--- src/verilog/mips_pkg.sv ---
// MIPS pipeline shared definitions
package mips_pkg;

    // ====================
    // Widths and sizes
    localparam int XLEN       = 32;
    localparam int REG_ADDR_W = 5;
    localparam int NUM_REGS   = 32;
    localparam int DMEM_WORDS = 256;
    localparam int DMEM_AW    = $clog2(DMEM_WORDS);  // Word index bits
    localparam logic [XLEN-1:0] RESET_PC = '0;

    // ====================
    // Instruction codes
    typedef enum logic [5:0] {
        OP_RTYPE = 6'h00,
        OP_J     = 6'h02,
        OP_BEQ   = 6'h04,
        OP_BNE   = 6'h05,
        OP_ADDI  = 6'h08,
        OP_LUI   = 6'h0f,
        OP_LW    = 6'h23,
        OP_SW    = 6'h2b
    } opcode_e;

    // R-type function field
    typedef enum logic [5:0] {
        FN_SYSCALL = 6'h0c,
        FN_ADD     = 6'h20,
        FN_SUB     = 6'h22,
        FN_AND     = 6'h24,
        FN_OR      = 6'h25,
        FN_SLT     = 6'h2a
    } funct_e;

    // ====================
    // Control and stage payloads
    typedef enum logic [2:0] {
        ALU_ADD = 3'd0,  // Zero so a bubble is harmless
        ALU_SUB = 3'd1,
        ALU_AND = 3'd2,
        ALU_OR  = 3'd3,
        ALU_SLT = 3'd4,
        ALU_LUI = 3'd5
    } alu_op_e;

    typedef struct packed {
        alu_op_e                 alu_op;
        logic                    use_imm;     // Immediate replaces rt
        logic                    imm_signed;
        logic                    ovf_check;   // add, addi, sub
        logic                    mem_read;
        logic                    mem_write;
        logic                    rf_wen;
        logic [REG_ADDR_W-1:0]   rf_waddr;
        logic                    syscall;
    } ctrl_t;

    typedef struct packed {
        logic [XLEN-1:0] inst;
        logic [XLEN-1:0] pc_plus_4;
    } if_id_t;

    typedef struct packed {
        ctrl_t                 ctrl;
        logic [XLEN-1:0]       rs_val;  // Already forwarded in decode
        logic [XLEN-1:0]       rt_val;
        logic [15:0]           imm;
        logic [REG_ADDR_W-1:0] rt;
    } id_ex_t;

    typedef struct packed {
        ctrl_t           ctrl;
        logic [XLEN-1:0] alu_result;
        logic [XLEN-1:0] store_data;
    } ex_mem_t;

    typedef struct packed {
        ctrl_t           ctrl;
        logic [XLEN-1:0] result;  // Load data or ALU result
    } mem_wb_t;

endpackage
--- src/verilog/reg_file.sv ---
// General purpose register file
`timescale 1ns/10ps

module reg_file (
    input  logic                            clk,
    input  logic                            rst,
    input  logic                            wen,
    input  logic [mips_pkg::REG_ADDR_W-1:0] waddr,
    input  logic [mips_pkg::XLEN-1:0]       wdata,
    input  logic [mips_pkg::REG_ADDR_W-1:0] raddr0,
    input  logic [mips_pkg::REG_ADDR_W-1:0] raddr1,
    output logic [mips_pkg::XLEN-1:0]       rdata0,
    output logic [mips_pkg::XLEN-1:0]       rdata1
);
    import mips_pkg::*;

    logic [XLEN-1:0] regs [NUM_REGS];

    always_ff @(posedge clk or posedge rst) begin
        if (rst) begin
            for (int i = 0; i < NUM_REGS; i++)
                regs[i] <= '0;  // $zero reads zero from here on
        end else if (wen) begin
            regs[waddr] <= wdata;
        end
    end

    // Same-cycle write is seen through WB forwarding, not here
    assign rdata0 = regs[raddr0];
    assign rdata1 = regs[raddr1];

endmodule

--- config.mk ---
export PLATFORM = sky130hd
export DESIGN_NAME = reg_file
export DESIGN_NICKNAME = d
export VERILOG_FILES = /design/src/verilog/mips_pkg.sv /design/src/verilog/reg_file.sv
export SDC_FILE = /design/constraint.sdc
export NUM_CORES = 2
export LEC_CHECK = 0
export ABC_AREA = 1
export BUFFER_PORTS_ARGS = -buffer_cell sky130_fd_sc_hd__buf_2
export CAP_MARGIN = 15
export CORE_MARGIN = 2
export CORE_UTILIZATION = 50
export DETAILED_ROUTE_END_ITERATION = 8
export PLACE_DENSITY_LB_ADDON = 0.1
export SLEW_MARGIN = 20
export SYNTH_ARGS = -nofsm -noshare
export SYNTH_HDL_FRONTEND = slang
export SYNTH_SLANG_ARGS = --single-unit
--- constraint.sdc ---
create_clock -name clk -period 64.8 [get_ports clk]
set_clock_uncertainty 0.05 [all_clocks]
set_input_delay 6.48 -clock clk [delete_from_list [all_inputs] [get_ports clk]]
set_output_delay 6.48 -clock clk [all_outputs]
set_load 0.03 [all_outputs]
==> impl_metrics.ini <==
[sta]
fin_crit_sh_pct = 27.6
timing.final.max_slew_violations = 0
hold_viol_final = 0
whs_ns = 0.456
tightest_slew_ns = 1.23
slew_headroom_pct = 17.8
fin_tns_setup_ns = 0
max_freq_mhz = 55.8
grt_setup_unrepaired = false
period_needed_ns = 17.91
setup_violations = 0

[finish]
largest_reg_flops = 1024
fillCellCount = 11100
synthToLayoutAreaGrowth_pct = 8.27
final_cells = 9490
seqCellArea_um2 = 25600
largest-register = regs
multi_input_area_um2 = 28000
drive_gt1_share_pct = 5.72
largestRegisters = regs: 1024 flops
design_area_um2 = 61200
num-nets-final = 7935

[worst_setup_path]
critPathLaunchType = primary input
reg2reg_depth = 2
cp-end-kind = output port
crit_type = primary input to output port
arrival_ns = 11.38
cp.required_ns = 58.27
cp_max_fo = 163

[power_and_ir_drop]
swShare_pct = 32.4
vdd_drop_max_mv = 0.0234
p_int_mw = 1.32
finalPower_mw = 1.96
power.share.combinational_pct = 19.1
pwr-share-seq_pct = 44.0
p_clk_share_pct = 36.9
static-leakage-power_nw = 29.5
p_per_area_nw_per_um2 = 32.0
p_sw_mw = 0.634

[routing]
drc = 0
vias_per_cell = 6.08
wl_per_cell_um = 23.5
drtIter0Drc = 7975
dr_total_vias = 57700
firstDrtPassIters = 6
totalWireLength_um = 223000
drt.antenna.violating_nets = 0

[grt]
groute.layer.met3.usage_pct = 7.61
grtUsageTotal_pct = 37.8
antenna_found_initial = 17
met2_usage_pct = 57.5
met1_usage_pct = 52.8
grt_max_degree = 210
grt_pass1_vias = 53300
gr-max-usage-layer = met2
grt-ovfl-total = 0
grt_first_pass_wirelength_um = 336000

[place]
port_buffers = 113
place_hpwl_um = 107000
place_area_um2 = 57000
dp.cells = 9263
gp_congestion = 0.822

[yosys]
netlist_area_um2 = 56500
ys_seq_elements = 1024
synth_largest_area_cell = dfrtp_1
syn_avg_cell_area_um2 = 6.81
synth_warnings = 0
yosysTopAreaCellShare_pct = 45.3
synth_nets = 8358
synth_area_leaders = dfrtp_1 (45%), nand2_1 (25%), nand3_1 (14%), o21ai_0 (7.6%), clkbuf_1 (3.8%)
synth.distinct_cells = 20
ys_seq_area_share_pct = 45.3
syn_inst = 8308

[floorplan]
row_count = 123
core_area_um2 = 112000
die_y_um = 340
io_pins = 114
die_x_um = 340
initial_core_util_pct = 50.3
die_area_um2 = 116000

[clock_network]
cts_setup_buffers = 0
cts_buffers = 119
clock_path_buffers = 3
cts_sinks = 1024
path_clk_slew_ns = 0.06
ctsHoldBuffers = 0
post_cts_resized = 0
root_buffer = clkbuf_16
cts_tree = yes
htreeDepth = 3
clock_latency_ns = 0.73

[worst_hold_path]
hold_depth = 2
min_path_type = flop to flop

[run]
cap_viol_max_count = 0

[run_status]
status = completed
[cells by family after synthesis]
logic type	synth area share (%)
compound gates	9.13
buf+inv	5.43
flops	45.3
simple gates	40.1
[power groups by stage]
stage	sequential, mW	clock, mW	combinational (mW)
2_1_floorplan	0.843	0	0.282
3_3_place_gp	0.864	0	0.360
3_5_place_dp	0.865	0	0.369
4_1_cts	0.856	0.726	0.370
5_1_grt	0.875	0.751	0.426
6_report	0.861	0.722	0.374
[cells in the mapped netlist (all sizes together)]
cell and number:
a21oi 64, buf 158, clkbuf 566, dfrtp 1024
inv 52, nand2 3870, nand3 1536, nor2 66
nor3 12, o21ai 960
[per-layer routing]
metal	vias to the layer above	part of all wire, %
li1	26100	-
met1	27500	41
met2	3465	43
met3	585	11
met4	8	4.1
met5	-	0.026
[placed cells by master (no fill, tap or decap), types with 10 or more instances in the layout]
master / Yosys / final
clkinv_2: 0 / 31
clkbuf_1: 566 / 14
a21oi_1: 54 / 54
nand2_1: 3840 / 3840
inv_1: 44 / 36
a21oi_2: 10 / 10
clkbuf_8: 0 / 35
buf_2: 77 / 105
o21ai_0: 861 / 861
clkbuf_16: 0 / 123
bufinv_16: 0 / 12
dfrtp_1: 1024 / 1024
buf_4: 2 / 59
nand3_1: 1536 / 1536
nor2_1: 64 / 64
nand2_4: 0 / 27
o21ai_1: 99 / 99
[layout make-up]
type | instances | share of cell area [%]
antenna | 5 | 0.0204
clock buffer | 172 | 5.90
clock inverter | 49 | 0.924
inverter | 52 | 0.405
multi-input combinational | 6508 | 45.8
sequential | 1024 | 41.9
tap | 1500 | 3.07
timing repair buffer | 180 | 2.04
[through the flow]
step | setup slack [ns] | util, %
floorplan | 29.45 | -
global placement | 47.15 | 50.7
detailed placement | 47.12 | 50.7
CTS | 47.10 | 54.4
global route | 46.71 | 54.5
finish | 46.89 | 54.5
[worst max-delay path, stage by stage]
cell     delay [ns]
buf_8          0.20
inv_8          0.90
buf_4          0.77
buf_4          0.85
buf_4          0.88
nand2_1        0.13
nand3_1        0.12
nand3_1        0.09
nand2_1        0.11
nand2_1        0.05
nand2_1        0.12
nand2_1        0.05
nand2_1        0.19
buf_2          0.27
[path summary, 6_finish.rpt]
path / startpoint / to / slack [ns]
worst max-delay path: raddr1[0] / rdata1[23] / 46.89
worst min-delay path: regs[629] / regs[629] / 0.46
worst max register to register: regs[438] / regs[438] / 63.95
worst min register to register: regs[629] / regs[629] / 0.46
max in group asynchronous: rst / regs[762] / 54.97
min in group asynchronous: rst / regs[79] / 5.95
No activity file was read; power rests on OpenSTA's default activity.
