[config.mk]
export PLATFORM = sky130hd
export DESIGN_NAME = hazard_forward
export DESIGN_NICKNAME = d
export VERILOG_FILES = /design/src/verilog/mips_pkg.sv /design/src/verilog/hazard_forward.sv
export SDC_FILE = /design/constraint.sdc
export NUM_CORES = 1
export LEC_CHECK = 0
export BUFFER_PORTS_ARGS = -buffer_cell sky130_fd_sc_hd__buf_2
export CAP_MARGIN = 30
export CORE_AREA = 3 3 107 109
export DETAILED_ROUTE_END_ITERATION = 10
export DIE_AREA = 0 0 110 112
export GPL_TIMING_DRIVEN = 0
export MAX_ROUTING_LAYER = met4
export PLACE_DENSITY = 0.66
export SLEW_MARGIN = 20
export SYNTH_ARGS = -nofsm -noshare
export SYNTH_HDL_FRONTEND = slang
export SYNTH_SLANG_ARGS = --single-unit
[constraint.sdc]
create_clock -name vclk -period 2.6
set_input_delay 0.39 -clock vclk [all_inputs]
set_output_delay 0.39 -clock vclk [all_outputs]
set_load 0.01 [all_outputs]
[src/verilog/mips_pkg.sv]
// MIPS pipeline shared definitions
package mips_pkg;

    // ====================
    // Widths and sizes
    localparam int XLEN       = 32;
    localparam int REG_ADDR_W = 5;
    localparam int NUM_REGS   = 32;
    localparam int DMEM_WORDS = 256;
    localparam int DMEM_AW    = $clog2(DMEM_WORDS);  // Word index bits
    localparam logic [XLEN-1:0] RESET_PC = '0;

    // ====================
    // Instruction codes
    typedef enum logic [5:0] {
        OP_RTYPE = 6'h00,
        OP_J     = 6'h02,
        OP_BEQ   = 6'h04,
        OP_BNE   = 6'h05,
        OP_ADDI  = 6'h08,
        OP_LUI   = 6'h0f,
        OP_LW    = 6'h23,
        OP_SW    = 6'h2b
    } opcode_e;

    // R-type function field
    typedef enum logic [5:0] {
        FN_SYSCALL = 6'h0c,
        FN_ADD     = 6'h20,
        FN_SUB     = 6'h22,
        FN_AND     = 6'h24,
        FN_OR      = 6'h25,
        FN_SLT     = 6'h2a
    } funct_e;

    // ====================
    // Control and stage payloads
    typedef enum logic [2:0] {
        ALU_ADD = 3'd0,  // Zero so a bubble is harmless
        ALU_SUB = 3'd1,
        ALU_AND = 3'd2,
        ALU_OR  = 3'd3,
        ALU_SLT = 3'd4,
        ALU_LUI = 3'd5
    } alu_op_e;

    typedef struct packed {
        alu_op_e                 alu_op;
        logic                    use_imm;     // Immediate replaces rt
        logic                    imm_signed;
        logic                    ovf_check;   // add, addi, sub
        logic                    mem_read;
        logic                    mem_write;
        logic                    rf_wen;
        logic [REG_ADDR_W-1:0]   rf_waddr;
        logic                    syscall;
    } ctrl_t;

    typedef struct packed {
        logic [XLEN-1:0] inst;
        logic [XLEN-1:0] pc_plus_4;
    } if_id_t;

    typedef struct packed {
        ctrl_t                 ctrl;
        logic [XLEN-1:0]       rs_val;  // Already forwarded in decode
        logic [XLEN-1:0]       rt_val;
        logic [15:0]           imm;
        logic [REG_ADDR_W-1:0] rt;
    } id_ex_t;

    typedef struct packed {
        ctrl_t           ctrl;
        logic [XLEN-1:0] alu_result;
        logic [XLEN-1:0] store_data;
    } ex_mem_t;

    typedef struct packed {
        ctrl_t           ctrl;
        logic [XLEN-1:0] result;  // Load data or ALU result
    } mem_wb_t;

endpackage
[src/verilog/hazard_forward.sv]
// Load-use stall and decode operand forwarding
`timescale 1ns/10ps

module hazard_forward (
    input  logic                            clk,
    input  logic                            rst,
    input  logic [mips_pkg::REG_ADDR_W-1:0] rs_id,
    input  logic [mips_pkg::REG_ADDR_W-1:0] rt_id,
    input  mips_pkg::ctrl_t                 ex_ctrl,
    input  mips_pkg::ctrl_t                 mem_ctrl,
    input  mips_pkg::ctrl_t                 wb_ctrl,
    input  logic [mips_pkg::XLEN-1:0]       rf_rdata0,
    input  logic [mips_pkg::XLEN-1:0]       rf_rdata1,
    input  logic [mips_pkg::XLEN-1:0]       ex_result,
    input  logic [mips_pkg::XLEN-1:0]       mem_result,
    input  logic [mips_pkg::XLEN-1:0]       wb_data,
    output logic                            stall,
    output logic [mips_pkg::XLEN-1:0]       rs_val,
    output logic [mips_pkg::XLEN-1:0]       rt_val
);
    import mips_pkg::*;

    // Newest writer wins
    function automatic logic [XLEN-1:0] fwd(input logic [REG_ADDR_W-1:0] idx,
                                            input logic [XLEN-1:0]       rf_val);
        if (ex_ctrl.rf_wen && ex_ctrl.rf_waddr == idx)
            return ex_result;  // Live ALU output
        if (mem_ctrl.rf_wen && mem_ctrl.rf_waddr == idx)
            return mem_result;
        if (wb_ctrl.rf_wen && wb_ctrl.rf_waddr == idx)
            return wb_data;    // Register file not yet updated
        return rf_val;
    endfunction

    // Load data only exists from MEM onwards
    assign stall = ex_ctrl.mem_read && ex_ctrl.rf_wen &&
                   (ex_ctrl.rf_waddr == rs_id || ex_ctrl.rf_waddr == rt_id);

    always_comb begin
        rs_val = fwd(rs_id, rf_rdata0);
        rt_val = fwd(rt_id, rf_rdata1);
    end

    // ID/EX flush on stall leaves a bubble in EX next cycle
    assert property (@(posedge clk) disable iff (rst) stall |=> !stall);

endmodule

==> results.toml <==
[run_status]
outcome = "finished clean"

[floorplanning]
dieArea_sq_um = 12300
start_util = 0.196
io-pin-count = 282
core-area_sq_um = 10700
fp.dieW_um = 110
fp-row-count = 38
die_h_um = 112

[pwr]
p_clk_frac = 0
p_int_uw = 303
p_comb_frac = 1.000
powerDensity_nw_per_um2 = 146
swShare = 0.481
ir_drop_uv = 61.3
p_leak_uw = 0.00208
seqPwrFrac = 0
p_sw_uw = 281

[timing]
finalSetupTns_ns = 0
relSlewSlack = 0.688
setup_viol = 0
min_period_ns = 2.55
period_share = 0.979
worst_slew_pin_slew_ns = 0.468
rsz0062_at_grt = "yes"
slew_viol_final = 0
fmax_ghz = 0.393
hold_viol = 0
worst_hold_slack_ns = 1.08

[detailed_routing]
routedWlPerCell_um = 17.7
vias = 3563
viasPerCell = 5.22
first_pass_iters = 10
ant_nets = 0
dr.first_iter.drc_count = 568
routed_wl_um = 12100
drcViolationCount = 0

[cells_and_area]
final_nets = 762
area_delta_synth_final_pct = 90.1
seq_cell_count = 0
drive_gt1_frac = 0.569
nClkBuffers = 0
regArea_sq_um = 0
fillerInstances = 1122
n_antenna_cell = 0
multi_input_area_sq_um = 1680

[critical_path]
slowest_stage = "a222oi_1"
cp_common_cell = "buf_12"
cp_max_fo = 7
cp_data_arrival_time_ns = 2.16
start_kind = "primary input"
path_cells = "buf_4, xor2_1, nor4_1, and3_1, buf_12, buf_12, mux2i_1, a222oi_1, buf_2"
end_kind = "output pin"
worstSetupPathType = "primary input to output pin"
startpoint = "rs_id[3]"
slowest_delay_ns = 0.43
worst_ep_required_time_ns = 2.21

[run]
cap_violations = 0

[logic_synthesis]
synth.avg_cell_area_sq_um = 7.85
syn_inst = 267
ys_types = 16
synth_top_cell_area_share = 0.306
synth_warnings = 0
yosys-top-cells-area = "a222oi_1, mux2i_1, inv_1"
synth_common_cells = "a222oi_1, inv_1, mux2i_1"
netlist_area_sq_um = 2100
yosysTopAreaCell = "a222oi_1"
yosysSeqAreaShare = 0
synth.net_count = 484

[place]
gp_congestion = 0.932
dp_hpwl_um = 9550
io_buffer_count = 254

[global_route]
grt_antenna_before_repair = 0
grt_pass1_wl_um = 16600
top_usage_layer = "met2"
grt.total_usage = 0.169
grt_max_degree = 11
grt_pass1_vias = 3457
grt_util_met2 = 0.305
met3_usage = 0.0133
grtUsageMet1 = 0.202
overflow = 0

[worst_hold_path]
min_path_type = "primary input to output pin"
hp-start = "ex_ctrl[8]"
metal layers:
metal	routed length [um]	share of wire
met1	4690	0.39
met2	6240	0.52
met3	991	0.082
met4	170	0.014
met5	0	0
worst paths after layout:
path / endpoint / depth (start not counted)
worst max-delay path: rs_val[12] / 9
worst min-delay path: stall / 3
per-stage QoR:
step | total power (uW) | instance area (sq um) | utilization | worst slack (ns) | instances
3_3_place_gp | 534 | 3540 | 0.331 | -0.222 | 661
2_1_floorplan | 254 | 2100 | - | 0.440 | 267
6_report | 583 | 3990 | 0.373 | 0.0546 | 683
4_1_cts | 553 | 3600 | 0.337 | -0.00365 | 661
5_1_grt | 632 | 3990 | 0.373 | -0.0809 | 683
3_5_place_dp | 545 | 3540 | 0.331 | -0.257 | 661
cells in the final DEF, fill, tap and decap left out, types with 3 or more instances in the layout:
master     count
buf_2        248
inv_1         64
mux2i_1       64
a222oi_1      64
xor2_1        24
buf_4         22
buf_6          9
buf_12         7
xnor2_1        6
clkbuf_16      6
clkbuf_2       5
nor4_1         4
and3_1         4
clkbuf_4       3
cell families (layout without fill, tap and decap cells):
family | Yosys count | after routing | share of synthesized area
XOR/XNOR | 30 | 30 | 0.125
AND/OR/NAND/NOR | 16 | 16 | 0.0442
multiplexers | 64 | 64 | 0.306
buffers and inverters | 92 | 368 | 0.216
AO/OA/AOI/OAI | 65 | 65 | 0.309
power by group through the flow:
stage | clock network [uW] | logic, uW | registers [uW]
2_1_floorplan | 0 | 254 | 0
5_1_grt | 0 | 632 | 0
3_5_place_dp | 0 | 545 | 0
6_report | 0 | 583 | 0
3_3_place_gp | 0 | 534 | 0
4_1_cts | 0 | 553 | 0
cell type report:
type	instances	area share
plain buffers	28	0.0782
well taps	140	0.0440
repair buffers	276	0.397
multi-input cells	175	0.421
inverters	64	0.0603
critical path: cells and delay by family:
family | cells | cell delay, ns
buffers and inverters | 4 | 0.64
AND/OR/NAND/NOR | 2 | 0.49
AO/OA/AOI/OAI | 1 | 0.43
XOR/XNOR | 1 | 0.14
multiplexers | 1 | 0.07
what timing repair did:
item,4_1_cts,5_1_grt
cloned,0,6
pin swaps,4,39
setup endpoints to repair,59,60
hold buffers,0,0
gates resized for setup,24,42
setup buffers,0,16
(Power assumes the default switching activity.)
