[src/verilog/mips_pkg.sv]
// MIPS pipeline shared definitions
package mips_pkg;

    // ====================
    // Widths and sizes
    localparam int XLEN       = 32;
    localparam int REG_ADDR_W = 5;
    localparam int NUM_REGS   = 32;
    localparam int DMEM_WORDS = 256;
    localparam int DMEM_AW    = $clog2(DMEM_WORDS);  // Word index bits
    localparam logic [XLEN-1:0] RESET_PC = '0;

    // ====================
    // Instruction codes
    typedef enum logic [5:0] {
        OP_RTYPE = 6'h00,
        OP_J     = 6'h02,
        OP_BEQ   = 6'h04,
        OP_BNE   = 6'h05,
        OP_ADDI  = 6'h08,
        OP_LUI   = 6'h0f,
        OP_LW    = 6'h23,
        OP_SW    = 6'h2b
    } opcode_e;

    // R-type function field
    typedef enum logic [5:0] {
        FN_SYSCALL = 6'h0c,
        FN_ADD     = 6'h20,
        FN_SUB     = 6'h22,
        FN_AND     = 6'h24,
        FN_OR      = 6'h25,
        FN_SLT     = 6'h2a
    } funct_e;

    // ====================
    // Control and stage payloads
    typedef enum logic [2:0] {
        ALU_ADD = 3'd0,  // Zero so a bubble is harmless
        ALU_SUB = 3'd1,
        ALU_AND = 3'd2,
        ALU_OR  = 3'd3,
        ALU_SLT = 3'd4,
        ALU_LUI = 3'd5
    } alu_op_e;

    typedef struct packed {
        alu_op_e                 alu_op;
        logic                    use_imm;     // Immediate replaces rt
        logic                    imm_signed;
        logic                    ovf_check;   // add, addi, sub
        logic                    mem_read;
        logic                    mem_write;
        logic                    rf_wen;
        logic [REG_ADDR_W-1:0]   rf_waddr;
        logic                    syscall;
    } ctrl_t;

    typedef struct packed {
        logic [XLEN-1:0] inst;
        logic [XLEN-1:0] pc_plus_4;
    } if_id_t;

    typedef struct packed {
        ctrl_t                 ctrl;
        logic [XLEN-1:0]       rs_val;  // Already forwarded in decode
        logic [XLEN-1:0]       rt_val;
        logic [15:0]           imm;
        logic [REG_ADDR_W-1:0] rt;
    } id_ex_t;

    typedef struct packed {
        ctrl_t           ctrl;
        logic [XLEN-1:0] alu_result;
        logic [XLEN-1:0] store_data;
    } ex_mem_t;

    typedef struct packed {
        ctrl_t           ctrl;
        logic [XLEN-1:0] result;  // Load data or ALU result
    } mem_wb_t;

endpackage
[src/verilog/fetch_unit.sv]
// Program counter and decode-stage redirect
`timescale 1ns/10ps

module fetch_unit (
    input  logic                      clk,
    input  logic                      rst,
    input  logic                      stall,
    input  logic                      is_beq,
    input  logic                      is_bne,
    input  logic                      is_jump,
    input  logic [mips_pkg::XLEN-1:0] rs_val,
    input  logic [mips_pkg::XLEN-1:0] rt_val,
    input  logic [15:0]               imm,
    input  logic [25:0]               jump_index,
    input  logic [mips_pkg::XLEN-1:0] pc_plus_4_id,
    output logic [mips_pkg::XLEN-1:0] imem_addr,
    output logic [mips_pkg::XLEN-1:0] pc_plus_4,
    output logic                      redirect
);
    import mips_pkg::*;

    logic [XLEN-1:0] pc;
    logic [XLEN-1:0] branch_target, jump_target, next_pc;
    logic            taken;

    // Compare uses forwarded operands, so no extra branch stall
    assign taken    = (is_beq && rs_val == rt_val) || (is_bne && rs_val != rt_val);
    assign redirect = !stall && (taken || is_jump);  // Operands may be stale while stalled

    assign branch_target = pc_plus_4_id + {{14{imm[15]}}, imm, 2'b00};
    assign jump_target   = {pc_plus_4_id[31:28], jump_index, 2'b00};  // Same 256 MB region

    assign pc_plus_4 = pc + XLEN'(4);
    assign imem_addr = pc;

    always_comb begin
        if (!redirect)
            next_pc = pc_plus_4;
        else if (is_jump)
            next_pc = jump_target;
        else
            next_pc = branch_target;
    end

    always_ff @(posedge clk or posedge rst) begin
        if (rst)
            pc <= RESET_PC;
        else if (!stall)
            pc <= next_pc;  // Hold during load-use
    end

    // Squashed slot behind a redirect is a bubble and cannot redirect again
    assert property (@(posedge clk) disable iff (rst) redirect |=> !redirect);

endmodule

[config.mk]
export PLATFORM = sky130hd
export DESIGN_NAME = fetch_unit
export DESIGN_NICKNAME = d
export VERILOG_FILES = /design/src/verilog/mips_pkg.sv /design/src/verilog/fetch_unit.sv
export SDC_FILE = /design/constraint.sdc
export NUM_CORES = 1
export LEC_CHECK = 0
export BUFFER_PORTS_ARGS = -buffer_cell sky130_fd_sc_hd__buf_4
export CAP_MARGIN = 20
export CELL_PAD_IN_SITES_DETAIL_PLACEMENT = 1
export CELL_PAD_IN_SITES_GLOBAL_PLACEMENT = 2
export CORE_MARGIN = 10
export CORE_UTILIZATION = 27
export DETAILED_ROUTE_END_ITERATION = 12
export HOLD_SLACK_MARGIN = 0.15
export PLACE_DENSITY = 0.84
export SYNTH_ARGS = -nofsm -noshare
export SYNTH_HDL_FRONTEND = slang
export SYNTH_SLANG_ARGS = --single-unit
[constraint.sdc]
create_clock -name clk -period 3.45 [get_ports clk]
set_clock_uncertainty 0.15 [all_clocks]
set_input_delay 0.1725 -clock clk [delete_from_list [all_inputs] [get_ports clk]]
set_output_delay 0.1725 -clock clk [all_outputs]
set_load 0.01 [all_outputs]
==> impl_metrics.sql <==
INSERT INTO impl_metrics (metric_group, metric, value, unit) VALUES
('drt', 'drt_pre_antenna_iters', '4', ''),
('synth', 'ys_top_cells_by_area', 'dfrtp_1 18%, xor2_1 11%, ha_1 8.6%', ''),
('min_path', 'hold_sp', 'jump_index[25]', ''),
('power', 'share_of_power_burned_in_the_clock_network', '22.2', '%'),
('layout', 'multi_input_comb_area', '0.00342', 'mm2'),
('setup_path', 'r2r-start', 'imem_addr[9]', ''),
('placement', 'port_buffers', '208', ''),
('cts', 'clk_root_buffer_cell', 'clkbuf_16', ''),
('power', 'leakage', '3.03', 'nW'),
('setup_path', 'worst_setup_sp_type', 'primary input', ''),
('cts', 'clock_buffer_count_from_cts', '5', ''),
('global_route', 'overflow', '0', ''),
('synth', 'synth_enable_flop_cells', '0', ''),
('placement', 'dp_worst_setup_slack', '468', 'ps'),
('cts', 'cts_tree', 'yes', ''),
('synth', 'syn_inst', '574', ''),
('timing', 'fmaxAchievable', '332', 'MHz'),
('power', 'internal-power', '1.23', 'mW'),
('synth', 'syn-mean-instance-area', '7.64', 'um2'),
('drt', 'vias_per_cell', '5.12', ''),
('min_path', 'holdPathEnd', 'imem_addr[27]', ''),
('floorplan', 'initial_utilization', '27.6', '%'),
('layout', 'stdcell_count', '1008', ''),
('drt', 'wl', '20200', 'um'),
('power', 'combinationalPowerShare', '51.7', '%'),
('power', 'p_per_area', '316', 'mW/mm2'),
('setup_path', 'timing.critical_path.max_delay_family', 'simple AND/OR/NAND/NOR gates', ''),
('min_path', 'hold_path.class', 'in -> reg', ''),
('layout', 'most_common_cell_after_layout_fill_and_taps_aside', 'buf_4', ''),
('timing', 'total_negative_setup_slacks', '0', 'ps'),
('layout', 'antennaDiodeCount', '0', ''),
('timing', 'max-slew-margin-rel', '60.6', '%'),
('floorplan', 'io_pins', '209', ''),
('setup_path', 'worst-setup-path-type', 'in -> reg', ''),
('setup_path', 'cp_slowest_cell', 'dlygate4sd3_1', ''),
('timing', 'drv_slew', '0', ''),
('timing', 'setup_ws', '434', 'ps'),
('floorplan', 'horizontal_die_dimension', '147', 'um'),
('setup_path', 'crit-reg2reg-capture', 'imem_addr[31]', ''),
('synth', 'postSynthRegisterBits', '32', ''),
('timing', 'setup_viol', '0', ''),
('synth', 'synth.net_count', '749', ''),
('timing', 'final_min_period_over_clock_period', '87.4', '%'),
('layout', 'sequential_cell_area', '801', 'um2'),
('drt', 'post_drt_wl_per_cell', '20.1', 'um'),
('floorplan', 'core_area', '0.0159', 'mm2'),
('outcome', 'run_status', 'finished, final reports clean', ''),
('setup_path', 'cp_common_cell', 'buf_4', ''),
('synth', 'postSynth.topFlopCell', 'dfrtp_1', ''),
('layout', 'syn2layout_area_growth', '48.6', '%'),
('synth', 'yosysWarningCount', '0', ''),
('cts', 'cts-hold-fix-buffers', '22', ''),
('power', 'fin_total_pwr', '2.06', 'mW'),
('synth', 'syn-cell-area', '0.00439', 'mm2'),
('cts', 'insertion_delay', '280', 'ps'),
('layout', 'largest_register_ffs', '32', ''),
('power', 'irDropWorstVdd', '0.000174', 'V'),
('setup_path', 'crit_required', '3500', 'ps'),
('layout', 'final.fill_count', '1981', ''),
('cts', 'post_cts_buffers', '0', ''),
('synth', 'synth_cell_types', '72', ''),
('layout', 'layout_common_cells', '215 x buf_4, 65 x nand2_1, 54 x xor2_1, 51 x o21ai_0, 48 x a21oi_1', ''),
('timing', 'max_slew.worst_pin.slew', '585', 'ps'),
('setup_path', 'critical_path_arrival', '3070', 'ps'),
('cts', 'post_cts_resize_count', '0', ''),
('synth', 'netlist.area_leader.share', '18.3', '%'),
('floorplan', 'die_y', '147', 'um'),
('setup_path', 'cp_max_fo', '13', ''),
('placement', 'dp_hpwl', '16400', 'um'),
('power', 'power_frac_seq', '26.1', '%'),
('drt', 'route.vias.total', '5159', '');
-- kinds of logic after synthesis --
family,after synthesis,share of synthesized area (%)
AOI/OAI and AO/OA,177,26.4
xor gates and xnor gates,84,16.8
buffers and inverters,39,3.79
DFF,32,18.3
muxes,12,2.91
adders and majority gates,31,9.02
and+or+nand+nor,199,22.8
-- cells in the mapped netlist, types with 4 or more instances --
cell,number
nand3_1,13
nor2_1,39
and4_1,4
nor3_1,10
ha_1,30
and3_1,16
a21oi_1,48
a21o_1,10
buf_4,4
nor2b_1,8
nand2_1,65
buf_2,4
nor4_1,10
clkbuf_1,19
xnor2_1,30
a211oi_1,5
inv_1,11
mux2i_1,8
o21ai_0,51
nand4_1,6
o22ai_1,4
nand2b_1,6
nand3b_1,4
xor2_1,54
o211ai_1,8
dfrtp_1,32
o21a_1,6
-- layer usage --
metal,up-vias,global-route usage [%],routed length (um)
met5,-,0,0
met2,193,30.4,9570
li1,2508,-,-
met1,2441,22.5,8980
met4,0,3.67,334
met3,17,4.52,1370
-- worst max-delay path by stage --
stage                         end  slack [ps]  cells after the start
finish              imem_addr[31]         430                     11
global route        imem_addr[31]         250                     11
CTS                 imem_addr[31]         370                     11
detailed placement  imem_addr[31]         470                     11
global placement    imem_addr[31]         560                     11
floorplan           imem_addr[29]        1010                     11
-- per-stage QoR --
| step | area (um2) | hold WS (ps) |
|---|---|---|
| 2_1_floorplan | 4390 | 139 |
| 3_3_place_gp | 6150 | 180 |
| 3_5_place_dp | 6150 | 178 |
| 4_1_cts | 6520 | 153 |
| 5_1_grt | 6520 | 167 |
| 6_report | 6520 | 157 |
-- layout make-up --
class	instances	area share, %
clock inverters	3	0.365
flip-flops and latches	32	12.3
clock buffers	5	1.92
multi-input cells	503	52.4
well taps	216	4.15
inverters	12	0.691
repair buffers	237	28.1
-- power by group through the flow --
stage                     clock network, mW  logic (mW)  registers [mW]
after detailed placement                  0        1.05           0.542
after floorplan                           0       0.530           0.538
after CTS                             0.470        1.08           0.536
after global placement                    0        1.03           0.537
final                                 0.456        1.06           0.537
after global routing                  0.488        1.17           0.551
-- worst reg2reg max path: stages, from the launching register on --
cell      delay (ps)
dfrtp_1          500
and4_1           250
and2_2           190
and3_1           350
and2_4           240
and4_1           250
nand2b_1         120
a21oi_1           60
a221oi_1         280
o2111a_1         230
o21ai_1           60
(Power assumes the default switching activity.)
