<file path="src/verilog/mips_pkg.sv">
// MIPS pipeline shared definitions
package mips_pkg;

    // ====================
    // Widths and sizes
    localparam int XLEN       = 32;
    localparam int REG_ADDR_W = 5;
    localparam int NUM_REGS   = 32;
    localparam int DMEM_WORDS = 256;
    localparam int DMEM_AW    = $clog2(DMEM_WORDS);  // Word index bits
    localparam logic [XLEN-1:0] RESET_PC = '0;

    // ====================
    // Instruction codes
    typedef enum logic [5:0] {
        OP_RTYPE = 6'h00,
        OP_J     = 6'h02,
        OP_BEQ   = 6'h04,
        OP_BNE   = 6'h05,
        OP_ADDI  = 6'h08,
        OP_LUI   = 6'h0f,
        OP_LW    = 6'h23,
        OP_SW    = 6'h2b
    } opcode_e;

    // R-type function field
    typedef enum logic [5:0] {
        FN_SYSCALL = 6'h0c,
        FN_ADD     = 6'h20,
        FN_SUB     = 6'h22,
        FN_AND     = 6'h24,
        FN_OR      = 6'h25,
        FN_SLT     = 6'h2a
    } funct_e;

    // ====================
    // Control and stage payloads
    typedef enum logic [2:0] {
        ALU_ADD = 3'd0,  // Zero so a bubble is harmless
        ALU_SUB = 3'd1,
        ALU_AND = 3'd2,
        ALU_OR  = 3'd3,
        ALU_SLT = 3'd4,
        ALU_LUI = 3'd5
    } alu_op_e;

    typedef struct packed {
        alu_op_e                 alu_op;
        logic                    use_imm;     // Immediate replaces rt
        logic                    imm_signed;
        logic                    ovf_check;   // add, addi, sub
        logic                    mem_read;
        logic                    mem_write;
        logic                    rf_wen;
        logic [REG_ADDR_W-1:0]   rf_waddr;
        logic                    syscall;
    } ctrl_t;

    typedef struct packed {
        logic [XLEN-1:0] inst;
        logic [XLEN-1:0] pc_plus_4;
    } if_id_t;

    typedef struct packed {
        ctrl_t                 ctrl;
        logic [XLEN-1:0]       rs_val;  // Already forwarded in decode
        logic [XLEN-1:0]       rt_val;
        logic [15:0]           imm;
        logic [REG_ADDR_W-1:0] rt;
    } id_ex_t;

    typedef struct packed {
        ctrl_t           ctrl;
        logic [XLEN-1:0] alu_result;
        logic [XLEN-1:0] store_data;
    } ex_mem_t;

    typedef struct packed {
        ctrl_t           ctrl;
        logic [XLEN-1:0] result;  // Load data or ALU result
    } mem_wb_t;

endpackage
</file>
<file path="src/verilog/alu.sv">
// Execute stage ALU
`timescale 1ns/10ps

module alu (
    input  mips_pkg::ctrl_t           ctrl,
    input  logic [mips_pkg::XLEN-1:0] rs_val,
    input  logic [mips_pkg::XLEN-1:0] rt_val,
    input  logic [15:0]               imm,
    output logic [mips_pkg::XLEN-1:0] result,
    output logic                      overflow
);
    import mips_pkg::*;

    logic [XLEN-1:0] op_b, sum, diff;
    logic            add_ovf, sub_ovf;

    always_comb begin
        if (!ctrl.use_imm)
            op_b = rt_val;
        else if (ctrl.imm_signed)
            op_b = {{(XLEN-16){imm[15]}}, imm};
        else
            op_b = {{(XLEN-16){1'b0}}, imm};
    end

    assign sum  = rs_val + op_b;
    assign diff = rs_val - op_b;

    // Sign flips only when inputs agree (add) or differ (sub)
    assign add_ovf  = (rs_val[XLEN-1] == op_b[XLEN-1]) && (sum[XLEN-1] != rs_val[XLEN-1]);
    assign sub_ovf  = (rs_val[XLEN-1] != op_b[XLEN-1]) && (diff[XLEN-1] != rs_val[XLEN-1]);
    assign overflow = ctrl.ovf_check && ((ctrl.alu_op == ALU_SUB) ? sub_ovf : add_ovf);

    always_comb begin
        case (ctrl.alu_op)
            ALU_SUB: result = diff;
            ALU_AND: result = rs_val & op_b;
            ALU_OR:  result = rs_val | op_b;
            ALU_SLT: result = {{(XLEN-1){1'b0}}, $signed(rs_val) < $signed(op_b)};
            ALU_LUI: result = {imm, 16'b0};
            default: result = sum;  // add, addi, lw/sw address
        endcase
    end

endmodule

</file>
<file path="config.mk">
export PLATFORM = sky130hd
export DESIGN_NAME = alu
export DESIGN_NICKNAME = d
export VERILOG_FILES = /design/src/verilog/mips_pkg.sv /design/src/verilog/alu.sv
export SDC_FILE = /design/constraint.sdc
export NUM_CORES = 1
export LEC_CHECK = 0
export BUFFER_PORTS_ARGS = -buffer_cell sky130_fd_sc_hd__buf_4
export CAP_MARGIN = 20
export CORE_ASPECT_RATIO = 1.5
export CORE_MARGIN = 2
export CORE_UTILIZATION = 34
export DETAILED_ROUTE_END_ITERATION = 8
export GPL_TIMING_DRIVEN = 0
export PLACE_DENSITY = 0.66
export RECOVER_POWER = 100
export SYNTH_ARGS = -nofsm -noshare
export SYNTH_HDL_FRONTEND = slang
export SYNTH_SLANG_ARGS = --single-unit
export TNS_END_PERCENT = 10
</file>
<file path="constraint.sdc">
create_clock -name vclk -period 4.5
set_input_delay 0.675 -clock vclk [all_inputs]
set_output_delay 0.675 -clock vclk [all_outputs]
set_load 0.01 [all_outputs]
</file>
==> flow_metrics.tcl, run 1 <==
set metrics [dict create \
    vias_per_cell 5.97 \
    dp_hpwl_um 20700 \
    rows 58 \
    die_area_mm2 0.0181 \
    synth_cell_types 76 \
    boundaryPins 128 \
    setup_ws_ns -0.00979 \
    cp_slowest_cell "or3_1" \
    stdcell_area_mm2 0.00826 \
    cts_hold_buf 0 \
    fmaxAchievable_mhz 222 \
    synth-adder-area-share 0.239 \
    seq_cells 0 \
    start_util 0.346 \
    die_w_um 110 \
    worstPathRequired_ns 3.83 \
    multi_input_area_mm2 0.00608 \
    grtUsageTotal 0.283 \
    drv_slew 0 \
    drt_iter0_markers 545 \
    worstMarginPinSlew_ns 1.06 \
    violations "negative setup slack" \
    grt_pass1_vias 7043 \
    yosysSeqAreaShare 0 \
    diodes 0 \
    synth-simple-area-share 0.198 \
    worstHoldStart "imm[12]" \
    finalHoldWorstSlack_ns 1.70 \
    p_per_area_mw_per_mm2 174 \
    cp_num_buf_inv 6 \
    max-vdd-ir-drop_mv 0.0900 \
    period_needed_ns 4.51 \
    cp-start-kind "primary input" \
    cp_top_family "compound AO/OA/AOI/OAI gates" \
    synth_top_family_by_area "compound AO/OA/AOI/OAI gates" \
    finalCritPeriodShare 1.00 \
    final_nets 1247 \
    synth_xor_area_frac 0.0288 \
    drc 0 \
    drv_cap 0 \
    worstSetupPathType "primary input to primary output" \
    hold_violations 0 \
    layout-drive-gt1-share 0.302 \
    wl_per_cell_um 21.3 \
    finalSetupViolCount 3 \
    cp.arrival_ns 3.83 \
    gp_congestion 0.987 \
    syn_avg_cell_area_um2 6.47 \
    ys_warn_count 0 \
    end_kind "primary output" \
    path_max_fanout 7 \
    hold_depth 4 \
    drtAntennaViolNets 0 \
    syn_inst 892 \
    p_leak_nw 3.65 \
    placed_cell_area_mm2 0.00691 \
    synth_fp_nets 1096 \
    hold_end "result[28]" \
    fill_cells 1741 \
    final_common_cell "buf_4" \
    die_h_um 164 \
    final_cell_mix "148 x buf_4, 109 x nor2_1, 105 x inv_1" \
    syn_area_mm2 0.00577 \
    max_slew_margin 0.294 \
    clock_buffers 0 \
    worst_hold_path_type "primary input to primary output" \
    grt_setup_unrepaired "yes" \
    vias 7471 \
    grt_antenna_before_repair 0 \
    design.core.area_mm2 0.0167 \
    grt_pass1_wl_um 39000 \
    drt_pass1_iterations 5 \
    slowest_delay_ns 0.39 \
    cp_cell_sequence "buf_12 > clkbuf_16 > buf_12 > mux2i_4 > ha_4 > or3_1 > o221ai_2 > buf_6 > a21boi_4 > o211ai_1 > buf_4 > a21oi_4 > a221o_1 > a221o_1 > buf_6" \
    regArea_um2 0 \
    status "finished, violations left" \
    area_growth_pct 43.2 \
    synth-compound-area-share 0.373 \
    synthMuxAreaShare 0.0581 \
    io_buffers 117 \
    routed_wirelength_um 26700 \
    grt_max_degree 11 \
    grt-ovfl-total 0 \
]
-- how the worst max path moves through the flow --
stage,start,to,cells after the start
after detailed placement,ctrl[11],overflow,16
after floorplan,ctrl[11],result[20],15
after global routing,ctrl[11],result[13],16
after CTS,ctrl[11],result[20],16
after global placement,ctrl[11],overflow,16
final,ctrl[11],result[18],15
-- worst min-delay path, stage by stage --
cell	delay, ns
buf_4	0.10
a21oi_1	0.06
nand3_1	0.07
buf_4	0.11
-- cell usage after synthesis (all sizes together), types with 3 or more instances --
library cell | number | area, µm²
a22oi | 6 | 45.0
a221o | 5 | 50.1
or3 | 6 | 37.5
a2111oi | 4 | 60.1
nor4 | 8 | 50.1
o21bai | 10 | 75.1
o31ai | 11 | 101
a21boi | 4 | 30.0
a31oi | 10 | 77.6
o21a | 4 | 30.0
o311ai | 3 | 26.3
or2 | 4 | 25.0
o41ai | 3 | 33.8
nor3 | 10 | 50.1
o221ai | 4 | 35.0
a21o | 8 | 61.3
buf | 11 | 46.3
inv | 110 | 413
ha | 107 | 1340
nand4 | 7 | 43.8
o211a | 5 | 50.1
nor2b | 6 | 37.5
mux2i | 29 | 290
o21ai | 64 | 320
xnor2 | 15 | 131
nand2b | 10 | 62.6
a311oi | 3 | 26.3
nor2 | 117 | 439
a211oi | 28 | 220
clkbuf | 37 | 139
o211ai | 5 | 42.5
and3 | 7 | 43.8
xor2 | 4 | 35.0
nand3 | 15 | 75.1
nand2 | 56 | 213
o22ai | 16 | 100
a221oi | 8 | 76.3
a21oi | 102 | 518
-- where the power goes --
part	switching, mW	total [mW]	internal (mW)
sequential	0	0	0
clock	0	0	0
combinational	0.827	1.44	0.610
-- kinds of logic after synthesis --
group           after synthesis
compound gates              320
simple gates                254
buf+inv                     158
fa+ha+maj                   109
mux                          32
xor+xnor                     19
-- routing by layer --
metal	vias up	global-route usage	wire, µm
met1	3437	0.311	9370
met5	-	0	0
li1	3491	-	-
met2	401	0.494	13100
met4	0	0.197	2290
met3	142	0.0299	1910
-- area by class of cell --
class | instances | share of cell area
Inverter | 110 | 0.0500
Multi-Input combinational cell | 734 | 0.735
Tap cell | 210 | 0.0318
Timing Repair Buffer | 156 | 0.153
Buffer | 41 | 0.0301
-- through the flow --
| stage | worst slack (ns) | setup TNS (ns) | std cells | utilization | power, mW |
|---|---|---|---|---|---|
| after floorplan | 0.0874 | 0 | 892 | - | 0.738 |
| after global placement | -1.29 | -21.41 | 1219 | 0.414 | 1.13 |
| after detailed placement | -1.29 | -21.46 | 1219 | 0.414 | 1.14 |
| after CTS | -0.0152 | -0.0476 | 1228 | 0.452 | 1.26 |
| after global routing | -0.0957 | -0.538 | 1251 | 0.495 | 1.54 |
| final | -0.00979 | -0.0223 | 1251 | 0.495 | 1.44 |
-- what timing repair did --
action,4_1_cts,5_1_grt
endpoints found under the setup margin,27,20
gates cloned,1,0
setup buffers,12,26
pin swaps,24,41
gates resized for setup,117,98
(Power assumes the default switching activity.)
==> run 2, diff against run 1 <==
Settings changed: PLACE_DENSITY 0.66 to not set, PLACE_DENSITY_LB_ADDON set to 0.2.
Clock period 4.5 ns to 3.67 ns, I/O delays scaled along.
==> run 2 against run 1 <==
Largest power group unchanged; count of clock-buffer cells in the layout unchanged; combinational power is 26% higher; first-iteration DRC count is 7.3% lower; the run still ends with negative setup slack left; global-route usage rose by 1.3 points; cell count is 0.32% higher; worst hold slack got worse by 0.23 ns; sequential cell count is the same; setup slack lost 0.52 ns; via count is essentially flat; sequential share of layout area is the same.
==> flow_metrics.tcl, run 2 (same netlist as run 1, synthesis figures left out) <==
set metrics [dict create \
    grt_antenna_before_repair 0 \
    end_kind "primary output" \
    vias_per_cell 5.96 \
    gp_congestion 1.01 \
    rows 58 \
    drt_iter0_markers 505 \
    p_comb_frac 1.000 \
    seq_cells 0 \
    layout-drive-gt1-share 0.338 \
    grt-ovfl-total 0 \
    regArea_um2 0 \
    setup_ws_ns -0.527 \
    swShare 0.580 \
    die_h_um 164 \
    worstPathRequired_ns 3.12 \
    boundaryPins 128 \
    multi_input_area_mm2 0.00622 \
    clock_buffers 0 \
    cp-start-kind "primary input" \
    worstMarginPinSlew_ns 0.955 \
    finalHoldWorstSlack_ns 1.47 \
    grt_max_degree 11 \
    p_int_mw 0.761 \
    dp_hpwl_um 21700 \
    start_util 0.346 \
    drtAntennaViolNets 0 \
    cp_slowest_cell "o31ai_2" \
    period_needed_ns 4.20 \
    hold_violations 0 \
    p_leak_nw 3.72 \
    routed_wirelength_um 27600 \
    violations "negative setup slack" \
    wl_per_cell_um 22.0 \
    path_max_fanout 10 \
    finalCritPeriodShare 1.14 \
    clockPowerShare 0 \
    grt_setup_unrepaired "yes" \
    cp.arrival_ns 3.65 \
    p_per_area_mw_per_mm2 214 \
    area_growth_pct 46.5 \
    fill_cells 1754 \
    cp_num_buf_inv 7 \
    grtUsageTotal 0.295 \
    fmaxAchievable_mhz 238 \
    design.core.area_mm2 0.0167 \
    io_buffers 117 \
    vias 7474 \
    max_slew_margin 0.361 \
    drv_cap 0 \
    p_sw_mw 1.05 \
    pre_cts_ws_ns -0.938 \
    worstSetupPathType "primary input to primary output" \
    die_area_mm2 0.0181 \
    final_common_cell "buf_4" \
    stdcell_area_mm2 0.00845 \
    sequentialPowerShare 0 \
    drv_slew 0 \
    grt_pass1_wl_um 40300 \
    status "finished, violations left" \
    drt_pass1_iterations 5 \
    placed_cell_area_mm2 0.00718 \
    finalSetupViolCount 27 \
    cp_top_family "compound AO/OA/AOI/OAI gates" \
    worst_hold_path_type "primary input to primary output" \
    slowest_delay_ns 0.43 \
    max-vdd-ir-drop_mv 0.146 \
    cp_cell_sequence "clkbuf_16 > buf_12 > buf_12 > mux2i_4 > ha_1 > buf_4 > inv_1 > a21oi_1 > o31ai_2 > a21oi_1 > o211ai_1 > buf_4 > a21oi_2 > a221o_1 > a221o_1 > buf_4" \
    final_nets 1251 \
    final_cell_mix "151 x buf_4, 102 x nor2_1, 99 x inv_1" \
    drc 0 \
    diodes 0 \
    cp_common_cell "buf_4" \
    die_w_um 110 \
    grt_pass1_vias 7169 \
]
-- run 2: metrics by stage --
stage                util  TNS (ns)  instances  power, mW
CTS                 0.481     -9.74       1240       1.67
global route        0.506    -12.41       1255       1.93
floorplan               -    -0.180        892      0.958
detailed placement  0.430    -17.59       1219       1.47
finish              0.506     -9.91       1255       1.81
global placement    0.430    -18.29       1219       1.46
-- run 2: area by class of cell --
class / count / share of cell area
multi-input combinational: 734 / 0.736
timing repair buffer: 156 / 0.145
tap: 210 / 0.0311
inverter: 110 / 0.0494
buffer: 45 / 0.0380
-- run 2: worst paths after layout --
check | startpoint | endpoint | slack [ns] | depth (start not counted)
worst max-delay path | ctrl[11] | result[18] | -0.53 | 16
worst min-delay path | imm[12] | result[28] | 1.47 | 4
-- run 2: power groups by stage --
| stage | registers [mW] | clock network, mW | logic [mW] |
|---|---|---|---|
| 3_5_place_dp | 0 | 0 | 1.47 |
| 4_1_cts | 0 | 0 | 1.67 |
| 6_report | 0 | 0 | 1.81 |
| 5_1_grt | 0 | 0 | 1.93 |
| 2_1_floorplan | 0 | 0 | 0.958 |
| 3_3_place_gp | 0 | 0 | 1.46 |
-- run 2: layer usage --
metal,part of all wire,global-route usage,routed length (µm)
met5,0,0,0
met4,0.072,0.164,1990
met1,0.36,0.320,9870
met3,0.051,0.0108,1420
met2,0.52,0.557,14300
-- run 2: timing repair --
item,in CTS,in global routing
setup endpoints to repair,31,30
hold buffers,0,0
gates resized for setup,147,65
hold endpoints to repair,0,0
pin swaps,54,45
cloned,1,0
buffers inserted,22,16
