--- src/verilog/mips_pkg.sv ---
// MIPS pipeline shared definitions
package mips_pkg;

    // ====================
    // Widths and sizes
    localparam int XLEN       = 32;
    localparam int REG_ADDR_W = 5;
    localparam int NUM_REGS   = 32;
    localparam int DMEM_WORDS = 256;
    localparam int DMEM_AW    = $clog2(DMEM_WORDS);  // Word index bits
    localparam logic [XLEN-1:0] RESET_PC = '0;

    // ====================
    // Instruction codes
    typedef enum logic [5:0] {
        OP_RTYPE = 6'h00,
        OP_J     = 6'h02,
        OP_BEQ   = 6'h04,
        OP_BNE   = 6'h05,
        OP_ADDI  = 6'h08,
        OP_LUI   = 6'h0f,
        OP_LW    = 6'h23,
        OP_SW    = 6'h2b
    } opcode_e;

    // R-type function field
    typedef enum logic [5:0] {
        FN_SYSCALL = 6'h0c,
        FN_ADD     = 6'h20,
        FN_SUB     = 6'h22,
        FN_AND     = 6'h24,
        FN_OR      = 6'h25,
        FN_SLT     = 6'h2a
    } funct_e;

    // ====================
    // Control and stage payloads
    typedef enum logic [2:0] {
        ALU_ADD = 3'd0,  // Zero so a bubble is harmless
        ALU_SUB = 3'd1,
        ALU_AND = 3'd2,
        ALU_OR  = 3'd3,
        ALU_SLT = 3'd4,
        ALU_LUI = 3'd5
    } alu_op_e;

    typedef struct packed {
        alu_op_e                 alu_op;
        logic                    use_imm;     // Immediate replaces rt
        logic                    imm_signed;
        logic                    ovf_check;   // add, addi, sub
        logic                    mem_read;
        logic                    mem_write;
        logic                    rf_wen;
        logic [REG_ADDR_W-1:0]   rf_waddr;
        logic                    syscall;
    } ctrl_t;

    typedef struct packed {
        logic [XLEN-1:0] inst;
        logic [XLEN-1:0] pc_plus_4;
    } if_id_t;

    typedef struct packed {
        ctrl_t                 ctrl;
        logic [XLEN-1:0]       rs_val;  // Already forwarded in decode
        logic [XLEN-1:0]       rt_val;
        logic [15:0]           imm;
        logic [REG_ADDR_W-1:0] rt;
    } id_ex_t;

    typedef struct packed {
        ctrl_t           ctrl;
        logic [XLEN-1:0] alu_result;
        logic [XLEN-1:0] store_data;
    } ex_mem_t;

    typedef struct packed {
        ctrl_t           ctrl;
        logic [XLEN-1:0] result;  // Load data or ALU result
    } mem_wb_t;

endpackage
--- src/verilog/control_unit.sv ---
// Instruction decoder
`timescale 1ns/10ps

module control_unit (
    input  logic                      clk,
    input  logic                      rst,
    input  logic [mips_pkg::XLEN-1:0] inst,
    output mips_pkg::ctrl_t           ctrl,
    output logic                      is_beq,
    output logic                      is_bne,
    output logic                      is_jump
);
    import mips_pkg::*;

    opcode_e               opcode;
    funct_e                funct;
    logic [REG_ADDR_W-1:0] dest;

    assign opcode = opcode_e'(inst[31:26]);
    assign funct  = funct_e'(inst[5:0]);

    always_comb begin
        ctrl    = '0;  // Anything unknown stays a bubble
        is_beq  = 1'b0;
        is_bne  = 1'b0;
        is_jump = 1'b0;
        dest    = inst[20:16];  // rt for I-type
        case (opcode)
            OP_RTYPE: begin
                dest = inst[15:11];  // rd
                case (funct)
                    FN_ADD: begin
                        ctrl.alu_op    = ALU_ADD;
                        ctrl.ovf_check = 1'b1;
                        ctrl.rf_wen    = 1'b1;
                    end
                    FN_SUB: begin
                        ctrl.alu_op    = ALU_SUB;
                        ctrl.ovf_check = 1'b1;
                        ctrl.rf_wen    = 1'b1;
                    end
                    FN_AND: begin
                        ctrl.alu_op = ALU_AND;
                        ctrl.rf_wen = 1'b1;
                    end
                    FN_OR: begin
                        ctrl.alu_op = ALU_OR;
                        ctrl.rf_wen = 1'b1;
                    end
                    FN_SLT: begin
                        ctrl.alu_op = ALU_SLT;
                        ctrl.rf_wen = 1'b1;
                    end
                    FN_SYSCALL: ctrl.syscall = 1'b1;
                    default: ;
                endcase
            end
            OP_ADDI: begin
                ctrl.use_imm    = 1'b1;
                ctrl.imm_signed = 1'b1;
                ctrl.ovf_check  = 1'b1;
                ctrl.rf_wen     = 1'b1;
            end
            OP_LUI: begin
                ctrl.alu_op  = ALU_LUI;  // Upper half built in the ALU
                ctrl.use_imm = 1'b1;
                ctrl.rf_wen  = 1'b1;
            end
            OP_LW: begin
                ctrl.use_imm    = 1'b1;  // Address = rs + offset
                ctrl.imm_signed = 1'b1;
                ctrl.mem_read   = 1'b1;
                ctrl.rf_wen     = 1'b1;
            end
            OP_SW: begin
                ctrl.use_imm    = 1'b1;
                ctrl.imm_signed = 1'b1;
                ctrl.mem_write  = 1'b1;
            end
            OP_BEQ:  is_beq  = 1'b1;
            OP_BNE:  is_bne  = 1'b1;
            OP_J:    is_jump = 1'b1;
            default: ;
        endcase
        ctrl.rf_waddr = dest;
        if (dest == '0)
            ctrl.rf_wen = 1'b0;  // $zero is never written
    end

    // Programs only hold supported opcodes once out of reset
    assert property (@(posedge clk) disable iff (rst)
        opcode inside {OP_RTYPE, OP_J, OP_BEQ, OP_BNE, OP_ADDI, OP_LUI, OP_LW, OP_SW});

endmodule

--- config.mk ---
export PLATFORM = sky130hd
export DESIGN_NAME = control_unit
export DESIGN_NICKNAME = d
export VERILOG_FILES = /design/src/verilog/mips_pkg.sv /design/src/verilog/control_unit.sv
export SDC_FILE = /design/constraint.sdc
export NUM_CORES = 1
export LEC_CHECK = 0
export BUFFER_PORTS_ARGS = -buffer_cell sky130_fd_sc_hd__buf_2
export CAP_MARGIN = 15
export CORE_AREA = 10 10 47 49
export DETAILED_ROUTE_END_ITERATION = 8
export DIE_AREA = 0 0 57 59
export PLACE_DENSITY_LB_ADDON = 0.12
export SYNTH_ARGS = -nofsm -noshare
export SYNTH_HDL_FRONTEND = slang
export SYNTH_SLANG_ARGS = --single-unit
--- constraint.sdc ---
create_clock -name vclk -period 3
set_input_delay 0.6 -clock vclk [all_inputs]
set_output_delay 0.6 -clock vclk [all_outputs]
set_load 0.01 [all_outputs]
==> results.py, run 1 <==
metrics = {
    "placement": {
        "pre_cts_ws_ns": 0.0126,
        "place_hpwl_um": 1240,
        "placement.cell_area_um2": 576,
        "place.gp.congestion": 0.715,
        "portBuffers": 40,
    },
    "layout": {
        "final-seq-area_um2": 0,
        "layout-drive-gt1-share_pct": 60.0,
        "clkbuf_count": 0,
        "nets": 126,
        "flow.area_growth_from_synthesis_pct": 73.6,
        "fillCellCount": 163,
        "antenna_cells_inserted": 0,
        "final_cell_area_um2": 584,
        "layout.cells.most_common": "sky130_fd_sc_hd__buf_2",
        "seq_cell_count": 0,
        "mostFrequentLayoutCells": "sky130_fd_sc_hd__buf_2 (40), sky130_fd_sc_hd__nand3_1 (5)",
    },
    "worst_hold_path": {
        "hold-path-cell-count": 3,
        "hp-class": "input port to primary output",
    },
    "grt": {
        "initial_antenna_violation_count": 0,
        "grt_remaining_overflow": 0,
        "largest_net_degree_at_the_start_of_global_routing": 9,
        "grt_use_total_pct": 7.09,
        "grt_pass1_wl_um": 2150,
        "number_of_global_route_vias_before_repair": 504,
    },
    "power_and_ir_drop": {
        "worst_ir_drop_vdd_uv": 32.6,
        "cell_internal_pwr_mw": 0.0266,
        "net_load_switching_power_mw": 0.0257,
        "sw_frac_of_total_pct": 49.1,
        "p_seq_share_pct": 0,
        "power.share.clock_pct": 0,
        "design_power_total_mw": 0.0523,
        "cellLeakagePower_nw": 0.311,
        "power_per_cell_area_mw_per_mm2": 89.6,
        "comb_power_share_pct": 100.0,
    },
    "sta": {
        "worst_hold_slack_ns": 1.49,
        "final_period_minus_worst_setup_slack_ns": 2.98,
        "max_transition_margin_pct": 73.8,
        "min_setup_slack_post_route_ns": 0.0231,
        "final-hold-violation-count": 0,
        "setup_viol": 0,
        "worst-slew-pin-transition_ns": 0.388,
        "timing.final.max_slew_violations": 0,
        "setup_total_negative_slack_ns": 0,
        "max_freq_mhz": 336,
        "rsz0062_at_grt": "no",
        "period_share_pct": 99.2,
    },
    "setup_path": {
        "cell_chain_critical_path": "buf_2, or4_4, or3_4, or3b_4, nor4b_2, buf_2",
        "kind_of_critical_path": "input port to primary output",
        "timing.critical_path.arrival_ns": 2.38,
        "capturing_element_type_of_the_critical_path": "primary output",
        "critPathMaxStageDelay_ns": 0.53,
        "crit_path_top_delay_cell": "sky130_fd_sc_hd__or4_4",
        "crit_path_start_kind": "input port",
        "worst_ep_required_time_ns": 2.40,
        "worst_path_most_repeated_cell": "sky130_fd_sc_hd__buf_2",
        "path_max_fanout": 2,
    },
    "floorplanning": {
        "die-width_um": 57,
        "start_util_pct": 24.0,
        "dieArea_mm2": 0.00336,
        "die_height_um": 59,
        "floorplan.core_area_mm2": 0.00140,
        "io_pins": 52,
        "floorplan.rows": 14,
    },
    "synthesis": {
        "share_of_the_synthesized_area_in_compound_gates_ao_oa_aoi_oai_pct": 10.0,
        "muxShareOfSynthArea_pct": 23.0,
        "post_synth_num_cell_types": 24,
        "syn_area_per_cell_um2": 7.16,
        "synth-simple-area-share_pct": 60.2,
        "yosys_warnings": 0,
        "synthesis.nets": 81,
        "post_synth_instance_area_um2": 337,
        "synth-adder-area-share_pct": 0,
        "yosysSeqAreaShare_pct": 0,
        "synth_cells": 47,
        "synth_top_family_by_area": "simple AND/OR/NAND/NOR gates",
        "yosys.area_share.xor_xnor_pct": 0,
    },
    "flow_run": {
        "max_cap_viol_count": 0,
    },
    "routing": {
        "routed_wl_um": 1420,
        "wl_per_cell_um": 13.4,
        "detailroute.via_count": 514,
        "drt-initial-drc-count": 2,
        "viasPerCell": 4.85,
        "remaining_drc_errors": 0,
        "final_antenna_net_count": 0,
        "drtPass1Iterations": 4,
    },
    "outcome": {
        "outcome": "complete, no violations",
    },
    "cts": {
        "cts_post_setup_buffers_inserted": 0,
    },
}
[cells in the mapped netlist, types with 2 or more instances]
cell type	number	area, um^2
sky130_fd_sc_hd__nor4b_2	2	30.0
sky130_fd_sc_hd__nand3_1	5	25.0
sky130_fd_sc_hd__or4_1	3	22.5
sky130_fd_sc_hd__mux2_1	2	22.5
sky130_fd_sc_hd__nor4b_1	2	17.5
sky130_fd_sc_hd__nand2b_1	2	12.5
sky130_fd_sc_hd__inv_1	3	11.3
sky130_fd_sc_hd__o21ai_0	2	10.0
sky130_fd_sc_hd__nor2_1	4	15.0
sky130_fd_sc_hd__mux2_2	4	45.0
sky130_fd_sc_hd__a21oi_1	2	10.0
sky130_fd_sc_hd__nor3_1	4	20.0
[stage by stage]
step,util [%],instances
6_report,41.7,106
5_1_grt,41.7,106
4_1_cts,41.1,106
3_5_place_dp,41.1,106
3_3_place_gp,41.1,106
2_1_floorplan,-,47
[path summary, 6_finish.rpt]
kind	start	to	slack (ns)
max	inst[26]	ctrl[13]	0.02
min	inst[5]	ctrl[0]	1.49
[per-layer routing]
layer | track usage (%) | up-vias | part of all wire (%)
li1 | - | 271 | -
met3 | 1.72 | 0 | 7.3
met2 | 11.9 | 23 | 44
met5 | 0 | - | 0
met1 | 9.38 | 220 | 48
met4 | 0 | 0 | 0
[power by group through the flow]
stage	logic (mW)	registers (mW)	clock network, mW
floorplan	0.0190	0	0
global placement	0.0516	0	0
detailed placement	0.0515	0	0
CTS	0.0517	0	0
global route	0.0577	0	0
finish	0.0523	0	0
[kinds of logic (layout without fill, tap and decap cells)]
kind of cell / Yosys count / after routing
compound gates: 6 / 6
buf+inv: 4 / 47
simple gates: 30 / 30
mux: 7 / 7
[critical path, delay by kind of cell]
kind	cells	cell delay, ns
buffers and inverters	2	0.28
AND/OR/NAND/NOR	4	1.50
[what timing repair did]
item / CTS / global route
resized for setup: 0 / 2
setup endpoints to repair: 0 / 3
hold buffers: 0 / 0
[layout make-up]
class,instances,area [um^2],share of cell area (%)
inverter,3,11.3,1.93
tap,16,20.0,3.43
timing repair buffer,44,230,39.4
multi-input combinational,43,323,55.2
Power figures use the tool's default switching activity.
==> run 2: changes to the inputs <==
Settings changed: SETUP_SLACK_MARGIN set to 0.1.
==> run 2 against run 1 <==
Compared with the run above:
- clock-buffer cell count unchanged
- design area up 3.6%
- fmax up 0.76%
- die area unchanged
- via count up 0.97%
- setup slack better by 0.022 ns
- critical path depth unchanged
- first-iteration DRC count rose to 6.0 times the previous value
- sequential share of layout area unchanged
- worst hold slack better by 0.0078 ns
- flip-flop and latch count unchanged
- core utilization up 1.5 points
==> results.py, run 2 (same netlist as run 1, synthesis figures left out) <==
metrics = {
    "outcome": {
        "outcome": "complete, no violations",
    },
    "setup_path": {
        "worst_ep_required_time_ns": 2.40,
        "path_max_fanout": 2,
        "capturing_element_type_of_the_critical_path": "primary output",
        "startpoint": "inst[26]",
        "crit_path_start_kind": "input port",
        "timing.critical_path.arrival_ns": 2.35,
        "kind_of_critical_path": "input port to primary output",
    },
    "floorplanning": {
        "start_util_pct": 24.0,
        "die-width_um": 57,
        "floorplan.core_area_mm2": 0.00140,
        "floorplan.rows": 14,
        "die_height_um": 59,
        "dieArea_mm2": 0.00336,
        "io_pins": 52,
    },
    "sta": {
        "rsz0062_at_grt": "yes",
        "setup_viol": 0,
        "final-hold-violation-count": 0,
        "final_period_minus_worst_setup_slack_ns": 2.95,
        "worst-slew-pin-transition_ns": 0.398,
        "max_transition_margin_pct": 73.1,
        "period_share_pct": 98.5,
        "max_freq_mhz": 338,
        "timing.final.max_slew_violations": 0,
    },
    "worst_hold_path": {
        "hp-class": "input port to primary output",
        "worstHoldEndpoint": "ctrl[0]",
        "hold_path_startpoint": "inst[5]",
        "hold-path-cell-count": 3,
    },
    "routing": {
        "final_antenna_net_count": 0,
        "routed_wl_um": 1430,
        "drtPass1Iterations": 4,
        "drt-initial-drc-count": 12,
        "wl_per_cell_um": 13.5,
        "remaining_drc_errors": 0,
        "viasPerCell": 4.90,
        "detailroute.via_count": 519,
    },
    "placement": {
        "place_hpwl_um": 1290,
        "place.gp.congestion": 0.737,
        "portBuffers": 40,
    },
    "layout": {
        "layout-drive-gt1-share_pct": 60.0,
        "final-seq-area_um2": 0,
        "antenna_cells_inserted": 0,
        "nets": 126,
        "layout.cells.most_common": "sky130_fd_sc_hd__buf_2",
        "seq_cell_count": 0,
        "mostFrequentLayoutCells": "sky130_fd_sc_hd__buf_2 (38), sky130_fd_sc_hd__nand3_1 (5)",
        "flow.area_growth_from_synthesis_pct": 79.9,
        "clkbuf_count": 0,
        "postLayoutCoreUtil_pct": 43.2,
    },
    "power_and_ir_drop": {
        "cellLeakagePower_nw": 0.321,
        "power_per_cell_area_mw_per_mm2": 90.3,
        "worst_ir_drop_vdd_uv": 42.0,
        "design_power_total_mw": 0.0547,
    },
    "grt": {
        "grt_remaining_overflow": 0,
        "initial_antenna_violation_count": 0,
        "grt_use_total_pct": 7.32,
        "largest_net_degree_at_the_start_of_global_routing": 9,
        "grt_pass1_wl_um": 2200,
        "number_of_global_route_vias_before_repair": 533,
    },
    "cts": {
        "cts_hold_buf": 0,
    },
    "flow_run": {
        "max_cap_viol_count": 0,
    },
}
run 2: worst max path at each step:
stage / slack [ns] / depth (start not counted) / endpoint
floorplan: 0.10 / 5 / ctrl[0]
detailed placement: -0.02 / 6 / ctrl[13]
global placement: -0.02 / 6 / ctrl[13]
global route: -0.001 / 6 / ctrl[0]
CTS: 0.004 / 6 / ctrl[13]
finish: 0.05 / 6 / ctrl[13]
run 2: repair_timing:
item | CTS | global route
setup endpoints to repair | 3 | 3
pin swaps | 0 | 2
gates cloned | 0 | 0
gates resized for setup | 2 | 2
setup buffers | 0 | 0
run 2: critical path: stages:
cell                      delay (ns)
sky130_fd_sc_hd__buf_6          0.09
sky130_fd_sc_hd__or4_4          0.52
sky130_fd_sc_hd__or3_4          0.34
sky130_fd_sc_hd__or3b_4         0.43
sky130_fd_sc_hd__nor4b_4        0.20
sky130_fd_sc_hd__buf_2          0.16
run 2: final cells by class:
| class | count | area [um^2] |
|---|---|---|
| Timing Repair Buffer | 44 | 243 |
| Tap cell | 16 | 20.0 |
| Inverter | 3 | 11.3 |
| Fill cell | 165 | 796 |
| Multi-Input combinational cell | 43 | 332 |
run 2: metal layers:
| metal | global-route usage (%) | share of wire, % | vias up |
|---|---|---|---|
| li1 | - | - | 269 |
| met3 | 3.22 | 11 | 0 |
| met4 | 0 | 0 | 0 |
| met1 | 8.73 | 42 | 227 |
| met2 | 12.6 | 47 | 23 |
| met5 | 0 | 0 | - |
run 2: where the power goes:
part | internal, mW | total (mW) | switching [mW]
clock | 0 | 0 | 0
combinational | 0.0285 | 0.0547 | 0.0261
sequential | 0 | 0 | 0
total | 0.0285 | 0.0547 | 0.0261
run 2: stage by stage:
stage | setup slack (ns) | instances | area, um^2 | hold slack, ns | setup TNS [ns]
2_1_floorplan | 0.102 | 47 | 345 | 1.23 | 0
3_3_place_gp | -0.0167 | 106 | 584 | 1.50 | -0.0167
3_5_place_dp | -0.0154 | 106 | 584 | 1.50 | -0.0154
4_1_cts | 0.00364 | 106 | 593 | 1.50 | 0
5_1_grt | -0.00149 | 106 | 606 | 1.52 | -0.00149
6_report | 0.0455 | 106 | 606 | 1.49 | 0
